===== src/hw/lspcPkg.sv =====
// Geometry assumes a 24 MHz master clock, 16-pixel slots and a 384-pixel line; SHRINK_TABLE bit k is slot pixel k
`default_nettype none

package lspcPkg;

	// ====================
	// Dot and line timing
	// ====================

	// Master clocks per pixel, 24 MHz down to 6 MHz
	localparam int DOT_DIV = 4;

	// Full line, render span plus blanking
	localparam int LINE_PIXELS = 384;

	// One sprite slot
	localparam int SLOT_PIXELS = 16;

	// Sixteen slots rendered per line
	localparam int RENDER_PIXELS = 256;

	// Shift-out window, pixels 0 to 319
	localparam int SHIFT_PIXELS = 320;

	// CHG toggles here
	localparam int SWAP_PIXEL = 264;

	// Shift-side address reload, four pixels after the swap
	localparam int RELOAD_PIXEL = 268;

	// ====================
	// Buffer roles
	// ====================

	// Role of one line buffer on the current line
	typedef enum logic
	{
		SIDE_RENDER = 1'b0,
		SIDE_SHIFT = 1'b1
	} bufSide_e;

	// Even half fed by DOTA, odd half by DOTB
	typedef enum logic
	{
		LANE_EVEN = 1'b0,
		LANE_ODD = 1'b1
	} lane_e;

	// ====================
	// H-shrink pattern ROM
	// ====================

	// Entry n keeps n+1 pixels, spread evenly over the slot
	// Entry 15 is full width
	localparam logic [15:0] SHRINK_TABLE [16] = '{
		16'h0080, 16'h0880, 16'h0888, 16'h2888,
		16'h288a, 16'h2a8a, 16'h2aaa, 16'haaaa,
		16'haaea, 16'hbaea, 16'hbaeb, 16'hbbeb,
		16'hbbef, 16'hfbef, 16'hfbff, 16'hffff
	};

endpackage

`default_nettype wire


===== src/hw/bufferCtrlIf.sv =====
// Plain strobes and levels only, no handshake; all request strobes are one master clock wide
`timescale 1ns/1ps
`default_nettype none

// Pixel timing and render decisions, one sequencer to both buffer controllers
interface seqIf
	import lspcPkg::*;
();
	logic chg;
	// Phase 0 of every pixel
	logic pxTick;
	logic pixelOdd;
	// Pixels 0 to 319
	logic shiftWin;
	// Slot start, unchained sprites only
	logic slotLoad;
	logic lineReload;
	// Current pixel survives h-shrink
	logic pxWrite;
	lane_e pxLane;
	// Dot of the selected lane is set
	logic pxOpaque;

	modport seq (output chg, pxTick, pixelOdd, shiftWin, slotLoad, lineReload,
		pxWrite, pxLane, pxOpaque);
	modport ctrl (input chg, pxTick, pixelOdd, shiftWin, slotLoad, lineReload,
		pxWrite, pxLane, pxOpaque);
endinterface

// Requests from one buffer controller to the output strobe stage
interface strobeIf;
	logic weEven;
	logic weOdd;
	logic ckEven;
	logic ckOdd;
	logic ld;
	// Level, shifting out and inside the window
	logic shiftSide;

	modport ctrl (output weEven, weOdd, ckEven, ckOdd, ld, shiftSide);
	modport drv (input weEven, weOdd, ckEven, ckOdd, ld, shiftSide);
endinterface

`default_nettype wire


===== src/hw/renderSequencer.sv =====
// hShrink and chained must be stable at each slot's first phase-0 edge, dotA/dotB at every pixel's
`timescale 1ns/1ps
`default_nettype none

module renderSequencer
	import lspcPkg::*;
#(
	parameter int LINE_PIXELS = lspcPkg::LINE_PIXELS,
	parameter int DOT_DIV = lspcPkg::DOT_DIV
)
(
	input logic CLK_24M,
	input logic T73A_OUT,
	input logic [3:0] hShrink,
	input logic chained,
	input logic dotA,
	input logic dotB,
	seqIf.seq seq
);

	localparam int PhaseW = (DOT_DIV > 1) ? $clog2(DOT_DIV) : 1;
	localparam int PixelW = $clog2(LINE_PIXELS);
	localparam int SlotW = $clog2(SLOT_PIXELS);
	localparam logic [PhaseW-1:0] LastPhase = PhaseW'(DOT_DIV - 1);
	localparam logic [PixelW-1:0] LastPixel = PixelW'(LINE_PIXELS - 1);
	localparam logic [PixelW-1:0] RenderEnd = PixelW'(RENDER_PIXELS);
	localparam logic [PixelW-1:0] ShiftEnd = PixelW'(SHIFT_PIXELS);
	localparam logic [PixelW-1:0] SwapPx = PixelW'(SWAP_PIXEL);
	localparam logic [PixelW-1:0] ReloadPx = PixelW'(RELOAD_PIXEL);

	logic [PhaseW-1:0] phase;
	logic [PixelW-1:0] pixel;
	logic chgQ;
	logic [15:0] shrinkRow;
	lane_e parity;

	logic pxTick;
	logic inRender;
	logic [SlotW-1:0] slotPos;
	logic slotStart;
	logic unchainedStart;
	logic [15:0] rowNow;
	lane_e laneNow;
	logic writeNow;

	// ====================
	// Dot divider and pixel counter
	// ====================

	always_ff @(posedge CLK_24M or negedge T73A_OUT)
	begin
		if (!T73A_OUT)
		begin
			phase <= '0;
			pixel <= '0;
		end
		else if (phase == LastPhase)
		begin
			phase <= '0;
			// Wrap at end of line
			pixel <= (pixel == LastPixel) ? '0 : pixel + 1'b1;
		end
		else
			phase <= phase + 1'b1;
	end

	assign pxTick = (phase == '0);
	assign inRender = (pixel < RenderEnd);
	assign slotPos = pixel[SlotW-1:0];

	// Buffer swap, once per line
	always_ff @(posedge CLK_24M or negedge T73A_OUT)
	begin
		if (!T73A_OUT)
			chgQ <= 1'b0;
		else if (pxTick && (pixel == SwapPx))
			chgQ <= ~chgQ;
	end

	// ====================
	// Slot and shrink pattern
	// ====================

	assign slotStart = pxTick && inRender && (slotPos == '0);
	assign unchainedStart = slotStart && !chained;

	// First pixel of a slot reads the ROM row directly, the rest use the latched copy
	assign rowNow = slotStart ? SHRINK_TABLE[hShrink] : shrinkRow;

	always_ff @(posedge CLK_24M)
	begin
		if (slotStart)
			shrinkRow <= SHRINK_TABLE[hShrink];
	end

	assign writeNow = pxTick && inRender && rowNow[slotPos];

	// Lane parity, restarts even on unchained sprites
	assign laneNow = unchainedStart ? LANE_EVEN : parity;

	always_ff @(posedge CLK_24M or negedge T73A_OUT)
	begin
		if (!T73A_OUT)
			parity <= LANE_EVEN;
		else if (pxTick && inRender)
		begin
			// Skipped pixels leave parity alone
			if (writeNow)
				parity <= (laneNow == LANE_EVEN) ? LANE_ODD : LANE_EVEN;
			else
				parity <= laneNow;
		end
	end

	// ====================
	// To the buffer controllers
	// ====================

	assign seq.chg = chgQ;
	assign seq.pxTick = pxTick;
	assign seq.pixelOdd = pixel[0];
	assign seq.shiftWin = (pixel < ShiftEnd);
	assign seq.slotLoad = unchainedStart;
	assign seq.lineReload = pxTick && (pixel == ReloadPx);
	assign seq.pxWrite = writeNow;
	assign seq.pxLane = laneNow;
	// DOTA feeds the even lane, DOTB the odd one
	assign seq.pxOpaque = (laneNow == LANE_EVEN) ? dotA : dotB;

endmodule

`default_nettype wire


===== src/hw/lineBufferCtrl.sv =====
// BUF_INDEX 0 is buffer A, 1 is buffer B; role follows CHG one master clock late, requests only at phase 0
`timescale 1ns/1ps
`default_nettype none

module lineBufferCtrl
	import lspcPkg::*;
#(
	parameter int BUF_INDEX = 0
)
(
	input logic CLK_24M,
	input logic T73A_OUT,
	seqIf.ctrl seq,
	strobeIf.ctrl strb
);

	// Buffer B sees CHG inverted
	localparam logic BufBit = 1'(BUF_INDEX);

	bufSide_e side;
	logic renderHit;
	logic clearTick;
	logic evenReq;
	logic oddReq;

	// ====================
	// Role flop
	// ====================

	// A renders while CHG is low, B shifts out
	always_ff @(posedge CLK_24M or negedge T73A_OUT)
	begin
		if (!T73A_OUT)
			side <= bufSide_e'(BufBit);
		else
			side <= bufSide_e'(seq.chg ^ BufBit);
	end

	// Opaque pixels only
	assign renderHit = seq.pxWrite && seq.pxOpaque;

	// Clear-after-read, one pixel per tick in the window
	assign clearTick = seq.pxTick && seq.shiftWin;

	// ====================
	// Request select
	// ====================

	always_comb
	begin
		evenReq = 1'b0;
		oddReq = 1'b0;
		strb.ld = 1'b0;
		if (side == SIDE_RENDER)
		begin
			evenReq = renderHit && (seq.pxLane == LANE_EVEN);
			oddReq = renderHit && (seq.pxLane == LANE_ODD);
			// Address load at each unchained slot
			strb.ld = seq.slotLoad;
		end
		else
		begin
			// Lanes alternate with pixel parity
			evenReq = clearTick && !seq.pixelOdd;
			oddReq = clearTick && seq.pixelOdd;
			strb.ld = seq.lineReload;
		end
	end

	// Write and clock pulse together in both roles
	assign strb.weEven = evenReq;
	assign strb.ckEven = evenReq;
	assign strb.weOdd = oddReq;
	assign strb.ckOdd = oddReq;

	// Drives SS of this buffer
	assign strb.shiftSide = (side == SIDE_SHIFT) && seq.shiftWin;

endmodule

`default_nettype wire


===== src/hw/strobeDriver.sv =====
// we/ck bits 0/1 are buffer A even/odd, 2/3 buffer B even/odd; pulses are one master clock, one clock late
`timescale 1ns/1ps
`default_nettype none

module strobeDriver
(
	input logic CLK_24M,
	input logic T73A_OUT,
	strobeIf.drv strb [2],
	output logic [3:0] we,
	output logic [3:0] ck,
	output logic ld1,
	output logic ld2,
	output logic ss1,
	output logic ss2
);

	logic [3:0] weReq;
	logic [3:0] ckReq;
	logic [1:0] ldReq;
	logic [1:0] ssReq;

	// Gather both controllers, A in the low bits
	for (genvar b = 0; b < 2; b++)
	begin : gReq
		assign weReq[2*b] = strb[b].weEven;
		assign weReq[2*b+1] = strb[b].weOdd;
		assign ckReq[2*b] = strb[b].ckEven;
		assign ckReq[2*b+1] = strb[b].ckOdd;
		assign ldReq[b] = strb[b].ld;
		assign ssReq[b] = strb[b].shiftSide;
	end

	// ====================
	// Output latch
	// ====================

	// Requests last one clock, so WE/CK drop for the phase 1 clock only
	always_ff @(posedge CLK_24M or negedge T73A_OUT)
	begin
		if (!T73A_OUT)
		begin
			// Idle, strobes high and no loads
			we <= 4'b1111;
			ck <= 4'b1111;
			ld1 <= 1'b0;
			ld2 <= 1'b0;
			ss1 <= 1'b0;
			ss2 <= 1'b0;
		end
		else
		begin
			we <= ~weReq;
			ck <= ~ckReq;
			ld1 <= ldReq[0];
			ld2 <= ldReq[1];
			ss1 <= ssReq[0];
			ss2 <= ssReq[1];
		end
	end

endmodule

`default_nettype wire


===== src/hw/lspcLineBuf.sv =====
// External line buffers always accept; we/ck active low, first edge after reset release is pixel 0 phase 0
`timescale 1ns/1ps
`default_nettype none

module lspcLineBuf
	import lspcPkg::*;
#(
	parameter int LINE_PIXELS = lspcPkg::LINE_PIXELS,
	parameter int DOT_DIV = lspcPkg::DOT_DIV
)
(
	input logic CLK_24M,
	input logic T73A_OUT,
	input logic [3:0] hShrink,
	input logic chained,
	input logic dotA,
	input logic dotB,
	output logic chg,
	output logic ld1,
	output logic ld2,
	output logic ss1,
	output logic ss2,
	output logic [3:0] we,
	output logic [3:0] ck
);

	seqIf seqBus ();
	// One request bundle per buffer, A then B
	strobeIf strbBus [2] ();

	// ====================
	// Timing and slot sequencing
	// ====================

	renderSequencer #(
		.LINE_PIXELS (LINE_PIXELS),
		.DOT_DIV (DOT_DIV)
	) renderSequencer_i (
		.CLK_24M (CLK_24M),
		.T73A_OUT (T73A_OUT),
		.hShrink (hShrink),
		.chained (chained),
		.dotA (dotA),
		.dotB (dotB),
		.seq (seqBus)
	);

	assign chg = seqBus.chg;

	// Buffer A and buffer B controllers
	for (genvar b = 0; b < 2; b++)
	begin : gBuf
		lineBufferCtrl #(
			.BUF_INDEX (b)
		) lineBufferCtrl_i (
			.CLK_24M (CLK_24M),
			.T73A_OUT (T73A_OUT),
			.seq (seqBus),
			.strb (strbBus[b])
		);
	end

	strobeDriver strobeDriver_i (
		.CLK_24M (CLK_24M),
		.T73A_OUT (T73A_OUT),
		.strb (strbBus),
		.we (we),
		.ck (ck),
		.ld1 (ld1),
		.ld2 (ld2),
		.ss1 (ss1),
		.ss2 (ss2)
	);

endmodule

`default_nettype wire


===== config.mk =====
export PLATFORM = sky130hd
export DESIGN_NAME = lspcLineBuf
export DESIGN_NICKNAME = d
export VERILOG_FILES = /design/src/hw/lspcPkg.sv /design/src/hw/bufferCtrlIf.sv /design/src/hw/renderSequencer.sv /design/src/hw/lineBufferCtrl.sv /design/src/hw/strobeDriver.sv /design/src/hw/lspcLineBuf.sv
export SDC_FILE = /design/constraint.sdc
export NUM_CORES = 1
export LEC_CHECK = 0
export ABC_CLOCK_PERIOD_IN_PS = 3200
export BUFFER_PORTS_ARGS = -buffer_cell sky130_fd_sc_hd__clkbuf_2
export CAP_MARGIN = 5
export CORE_ASPECT_RATIO = 1.4
export CORE_MARGIN = 1.5
export CORE_UTILIZATION = 45
export DETAILED_ROUTE_END_ITERATION = 8
export PLACE_DENSITY_LB_ADDON = 0.3
export SETUP_SLACK_MARGIN = 0.4
export SYNTH_ARGS = -nofsm -noshare
export SYNTH_HDL_FRONTEND = slang
export SYNTH_SLANG_ARGS = --single-unit

===== constraint.sdc =====
create_clock -name CLK_24M -period 3.2 [get_ports CLK_24M]
set_input_delay 0.16 -clock CLK_24M [delete_from_list [all_inputs] [get_ports CLK_24M]]
set_output_delay 0.16 -clock CLK_24M [all_outputs]
set_load 0.03 [all_outputs]

==> impl_results.md, run 1 <==
- Required time of the worst setup path: 3400 ps
- Netlist cell types: 42
- Final setup viols: 0
- Worst IR drop on VDD: 404.4 µV
- Pin count of the biggest net entering global routing: 30
- Power Density: 485.1 nW/µm²
- Vias in the first global route: 1343
- Chip width: 57.82 µm
- CTS clk-pin slew, worst paths: 80 ps
- Logic gate share of total power: 0.078
- # diodes: 0
- Cell Area, Placed: 1981 µm²
- Initial antenna violation count: 0
- Root Driver: clkbuf_8
- DR pass1 iterations: 6
- Failing checks: design-rule violations
- Die ar.: 4610 µm²
- Worst r2r src: renderSequencer_i.pixel[0]
- Wirelength per Cell: 14.17 µm
- Area leader, netlist: dfrtp_1
- Area share of the largest cell type after synthesis: 0.2379
- Asr flop ratio synth: 0.5897
- Worst reg2reg endpoint: strobeDriver_i.we[1]
- Final Cell Area: 2108 µm²
- Synthesized flop and latch total: 39
- RSZ-0062 raised after global routing: false
- Clock Path Buffers: 2
- Insertion delay to the later sink of the worst-skew pair: 290 ps
- Synth-to-Final Area Change: 11.37%
- Fmax: 389.0 MHz
- Post-CTS setup buffers: 0
- Buffers on Ports: 21
- Layout Utilization: 0.5289
- Clock Power Share: 0.415
- Minimum clock period: 2571 ps
- DIE HEIGHT: 79.74 µm
- Synth Net Count: 212
- Post-CTS Resized: 0
- Initial Util: 0.4749
- ANT nets after route: 0
- Status: finished, violations left
- Synthesized area per cell: 9.513 µm²
- DR iter-0 viols: 36
- Worst setup SP type: register
- Static Leak: 0.9152 nW
- CP Capture Type: register
- Place WS: 662.0 ps
- # IOs: 22
- Net Sw Power: 232.1 µW
- Synth Warn #: 0
- Worst-path fanout max: 8
- Setup ws final: 629.0 ps
- Num rows: 27
- Min-delay src: hShrink[0]
- Final setup skew: 4.495 ps
- Worst Path Arrival: 2770 ps
- Max Slew Vio Count: 0
- Pint: 790.7 µW
- Area of the mapped netlist: 1893 µm²
- Sw frac: 0.2269
- H-tree depth: 2
- Routed vias/inst: 5.588
- Cells after synthesis: 199
- Post-synth EDFFs: 0
- HP Class: in -> reg
- Slew at the pin with the worst max-slew slack: 543.0 ps
- Placer Congestion: 0.7956
- WHS Path Cells: 3
- Core ar.: 3986 µm²
- Sequential share of power: 0.507
- Dominant cells by area after synthesis: dfrtp_1 24%, dfxtp_1 17%, dfstp_2 6.9%, o21ai_0 6.3%, nand2_1 4.8%
- Hold Vio Cnt, Final: 0
- DP HPWL: 2709 µm
- Setup TNS: 0 ps
- Total track usage: 0.1788
- FF-to-FF path depth: 8
- Ys flop type: dfrtp_1
- Seq/Total Area, Yosys: 0.4765
- Most frequent cells in the layout: 24 x nand2_1, 24 x o21ai_0, 21 x clkbuf_2, 18 x dfrtp_1, 16 x dfxtp_1
- Inserted Clock Buffers: 5
- Nets: 229
- R2R Setup Slk: 630 ps
- Clock Sinks: 39
- Relative slew slack: 0.6380
- CTS tree: yes
- DRT Wirelength: 3683 µm
- Hold Path End: renderSequencer_i.shrinkRow[13]
- Critical path type: reg -> reg
- DRC: 3
- Total grt overflow: 0
- Via count: 1453
- Layout cells sized above 1: 0.1935
- Tcrit/Tclk final: 0.8034
- MaxCap Viol Count: 0
- First-pass GRT wire length: 6279 µm
==> synthesized netlist by cell type, drive strengths merged, types with 2 or more instances <==
| master | instances |
|---|---|
| a21oi | 5 |
| a22oi | 4 |
| a31oi | 3 |
| and2 | 4 |
| and3 | 3 |
| and3b | 2 |
| buf | 9 |
| clkbuf | 5 |
| dfrtp | 18 |
| dfstp | 5 |
| dfxtp | 16 |
| ha | 4 |
| inv | 10 |
| mux2i | 6 |
| nand2 | 24 |
| nand3 | 12 |
| nand4 | 3 |
| nor2 | 11 |
| nor3 | 2 |
| nor3b | 2 |
| nor4b | 2 |
| o2111ai | 4 |
| o21ai | 24 |
| o31ai | 2 |
| xnor2 | 5 |
==> repair_timing <==
action                                 CTS  global route
hold buffers                             1             0
setup endpoints to repair                0             0
endpoints found under the hold margin   18             0
==> layer usage <==
layer  up-vias  track usage  share of wire
met1       680       0.2070           0.43
met2        30       0.3080           0.51
met3         5      0.04376          0.039
met5         -            0              0
li1        738            -              -
met4         0      0.07674          0.017
==> state kept, by name (all words and copies together) (netlist names) <==
signal / cells
renderSequencer_i.parity: 1
strobeDriver_i.ss2: 1
renderSequencer_i.pixel: 9
renderSequencer_i.phase: 2
strobeDriver_i.ss1: 1
renderSequencer_i.shrinkRow: 16
gBuf.lineBufferCtrl_i.side: 2
strobeDriver_i.we: 4
renderSequencer_i.seq.chg: 1
strobeDriver_i.ld2: 1
strobeDriver_i.ld1: 1
==> area by class of cell <==
| class | instances | area, µm² |
|---|---|---|
| clock inverters | 2 | 35.03 |
| inverters | 10 | 37.54 |
| fillers | 378 | 1878 |
| repair buffers | 24 | 130.1 |
| flip-flops and latches | 39 | 902.1 |
| clock buffers | 6 | 82.58 |
| well taps | 43 | 53.80 |
| multi-input cells | 136 | 867.1 |
==> stage by stage <==
step / power (mW) / hold slack, ps / std cells
2_1_floorplan: 0.5861 / -135.6 / 199
3_3_place_gp: 0.6071 / 172.3 / 251
3_5_place_dp: 0.6089 / 173.2 / 251
4_1_cts: 1.036 / 145.2 / 260
5_1_grt: 1.064 / 178.4 / 260
6_report: 1.023 / 154.3 / 260
==> worst max path at each step <==
| stage | start | endpoint |
|---|---|---|
| final | renderSequencer_i.pixel[0] | strobeDriver_i.we[1] |
| after global routing | renderSequencer_i.pixel[0] | strobeDriver_i.we[1] |
| after CTS | renderSequencer_i.pixel[0] | strobeDriver_i.we[1] |
| after detailed placement | renderSequencer_i.pixel[0] | strobeDriver_i.we[1] |
| after global placement | renderSequencer_i.pixel[0] | strobeDriver_i.we[1] |
| after floorplan | renderSequencer_i.pixel[1] | strobeDriver_i.we[1] |
==> critical path, stage by stage (launching register included) <==
cell and delay, ps:
dfrtp_1 390, inv_2 140, ha_1 240, nand4bb_4 160, nor2_1 320, mux4_2 360
o311a_1 310, a211oi_2 360, a22oi_1 180
==> power by group through the flow <==
stage / combinational, mW / sequential (mW) / clock, mW
5_1_grt: 0.0896 / 0.521 / 0.453
6_report: 0.0797 / 0.519 / 0.424
3_5_place_dp: 0.0795 / 0.529 / 0
4_1_cts: 0.0807 / 0.519 / 0.436
3_3_place_gp: 0.0783 / 0.529 / 0
2_1_floorplan: 0.0506 / 0.535 / 0
==> cells by family after synthesis <==
logic type	after synthesis	share of synthesized area
multiplexers	8	0.04957
XOR/XNOR	5	0.02313
AND/OR/NAND/NOR	72	0.2049
flip-flops	39	0.4765
AO/OA/AOI/OAI	47	0.1540
buffers and inverters	24	0.06543
adder cells (fa/ha/maj)	4	0.02644
Note: power is estimated with default switching activity, not from simulation.
==> run 2, diff against run 1 <==
--- a/config.mk
+++ b/config.mk
@@ -5,7 +5,7 @@
 export SDC_FILE = /design/constraint.sdc
 export NUM_CORES = 1
 export LEC_CHECK = 0
-export ABC_CLOCK_PERIOD_IN_PS = 3200
+export ABC_CLOCK_PERIOD_IN_PS = 2500
 export BUFFER_PORTS_ARGS = -buffer_cell sky130_fd_sc_hd__clkbuf_2
 export CAP_MARGIN = 5
 export CORE_ASPECT_RATIO = 1.4
==> constraint.sdc (replaced) <==
create_clock -name CLK_24M -period 2.5 [get_ports CLK_24M]
set_input_delay 0.125 -clock CLK_24M [delete_from_list [all_inputs] [get_ports CLK_24M]]
set_output_delay 0.125 -clock CLK_24M [all_outputs]
set_load 0.03 [all_outputs]
==> run 2 against run 1 <==
  * The flow still finishes with violations (design-rule violations)
  * Power is 20% higher
  * First-iteration DRC count is 83% higher
  * Die area stayed put
  * Routed wire length is 14% higher
  * Clock-buffer cell count is 2 higher
  * Register-to-register slack worse by 210 ps
  * Via count is 8.7% higher
  * Non-clock buffer count is 13 higher
==> impl_results.md, run 2 (synthesis gave the netlist of run 1 again) <==
- Total track usage: 0.1962 (+0.01741)
- H-tree depth: 2 (unchanged)
- DIE HEIGHT: 79.74 µm (unchanged)
- Power Density: 547.5 nW/µm² (+13%)
- Synth-to-Final Area Change: 18.64%
- R2R Setup Slk: 420 ps (-210 ps)
- Layout cells sized above 1: 0.2672 (+0.07369)
- Critical path type: reg -> reg
- Static Leak: 0.9639 nW (+5.3%)
- HP Class: in -> reg
- Routed vias/inst: 5.745 (+2.8%)
- DRT Wirelength: 4187 µm (+14%)
- DR iter-0 viols: 66 (+83%)
- Nets: 244 (+6.6%)
- Place WS: 142.8 ps (-519.2 ps)
- Initial Util: 0.4749 (unchanged)
- Buffers on Ports: 21 (unchanged)
- Final Cell Area: 2246 µm² (+6.5%)
- CTS clk-pin slew, worst paths: 70 ps (about the same)
- DR pass1 iterations: 6 (unchanged)
- Min-delay src: hShrink[0]
- Clock Path Buffers: 2 (unchanged)
- Pin count of the biggest net entering global routing: 24 (-20%)
- CTS tree: yes
- Via count: 1580 (+8.7%)
- Insertion delay to the later sink of the worst-skew pair: 290 ps (about the same)
- Worst reg2reg endpoint: strobeDriver_i.we[2]
- Max Slew Vio Count: 0 (unchanged)
- Root Driver: clkbuf_8
- Relative slew slack: 0.6272 (-0.01083)
- Vias in the first global route: 1482 (+10%)
- Worst setup SP type: register
- Num rows: 27 (unchanged)
- RSZ-0062 raised after global routing: true
- Final hold slack: 133.1 ps (-21.22 ps)
- Worst r2r src: renderSequencer_i.pixel[1]
- Cell Area, Placed: 2028 µm² (+2.4%)
- MaxCap Viol Count: 0 (unchanged)
- Wirelength per Cell: 15.23 µm (+7.5%)
- Largest register FFs: 16 (unchanged)
- # IOs: 22 (unchanged)
- Layout Utilization: 0.5634 (+0.03453)
- Setup TNS: 0 ps (unchanged)
- Top Registers: renderSequencer_i.shrinkRow (16), renderSequencer_i.pixel (9), strobeDriver_i.we (4)
- CP Capture Type: register
- # diodes: 0 (unchanged)
- Slew at the pin with the worst max-slew slack: 559.2 ps (+16.25 ps)
- Inserted Clock Buffers: 5 (unchanged)
- Cells after DPL: 254 (+1.2%)
- Worst-path fanout max: 7 (-1)
- Required time of the worst setup path: 2700 ps (-700 ps)
- Worst IR drop on VDD: 344.6 µV (-15%)
- Final setup skew: 1.987 ps (-2.508 ps)
- ANT nets after route: 0 (unchanged)
- DP HPWL: 2782 µm (+2.7%)
- Hold Path End: renderSequencer_i.shrinkRow[13]
- Minimum clock period: 2079 ps (-491.7 ps)
- Hold Vio Cnt, Final: 0 (unchanged)
- Clock Sinks: 39 (unchanged)
- Core ar.: 3986 µm² (unchanged)
- Total power: 1.230 mW (+20%)
- Tcrit/Tclk final: 0.8317 (+0.02827)
- Most flops, register: renderSequencer_i.shrinkRow
- Worst Path Arrival: 2280 ps (-490 ps)
- Die ar.: 4610 µm² (unchanged)
- Status: finished, violations left
- Total grt overflow: 0 (unchanged)
- DRC: 6 (+3)
- Most frequent cells in the layout: 24 x nand2_1, 24 x o21ai_0, 21 x clkbuf_2, 18 x dfrtp_1, 16 x dfxtp_1
- Chip width: 57.82 µm (unchanged)
- Initial antenna violation count: 0 (unchanged)
- Final std cells w/o fill: 275 (+5.8%)
- WHS Path Cells: 3 (unchanged)
- Setup ws final: 420.7 ps (-208.3 ps)
- Failing checks: design-rule violations
- First-pass GRT wire length: 6975 µm (+11%)
- Final setup viols: 0 (unchanged)
- Fmax: 480.9 MHz (+24%)
- FF-to-FF path depth: 8 (unchanged)
- Placer Congestion: 0.7687 (-3.4%)
==> run 2: report_power, final <==
group / leakage (nW) / switching (mW) / internal, mW
clock network: 0.0515 / 0.211 / 0.252
registers: 0.416 / 0.00944 / 0.655
logic: 0.496 / 0.0678 / 0.0345
==> run 2: area by class of cell <==
cell class | instances | area (µm²)
multi-input combinational | 138 | 919.6
clock buffer | 8 | 100.1
inverter | 10 | 42.54
timing repair buffer | 37 | 227.7
fill | 362 | 1740
tap | 43 | 53.80
sequential | 39 | 902.1
==> run 2: critical path: stages (launching register included) <==
cell and delay, ps:
dfrtp_1 420, clkinv_4 80, ha_4 140, nand4bb_4 180, or2_4 320, o2111ai_1 210, nand4_1 160, a211oi_4 350
a22oi_1 140
==> run 2: what timing repair did <==
item                                    CTS  global route
hold buffers                              1             0
endpoints found under the hold margin    18             0
resized for setup                         4             2
cloned                                    2             0
pin swaps                                 5             0
setup buffers                             5             5
endpoints found under the setup margin    5             5
==> run 2: metal layers <==
layer  wire (µm)  share of wire  track usage  vias to the layer above
li1            -              -            -                      766
met1        1741           0.42       0.2325                      763
met2        2206           0.53       0.3432                       45
met3         179          0.043      0.04052                        6
met4          59          0.014      0.07209                        0
met5           0              0            0                        -
==> run 2: worst max path at each step <==
stage                                          start              endpoint  slack [ps]  cells after the start
final                     renderSequencer_i.pixel[1]  strobeDriver_i.we[2]         420                      8
after global routing      renderSequencer_i.pixel[1]  strobeDriver_i.we[2]         340                      8
after CTS                 renderSequencer_i.pixel[1]  strobeDriver_i.we[2]         400                      8
after detailed placement  renderSequencer_i.phase[0]  strobeDriver_i.we[2]         140                      8
after global placement    renderSequencer_i.phase[0]  strobeDriver_i.we[2]         180                      8
after floorplan           renderSequencer_i.pixel[1]  strobeDriver_i.we[2]         280                      9
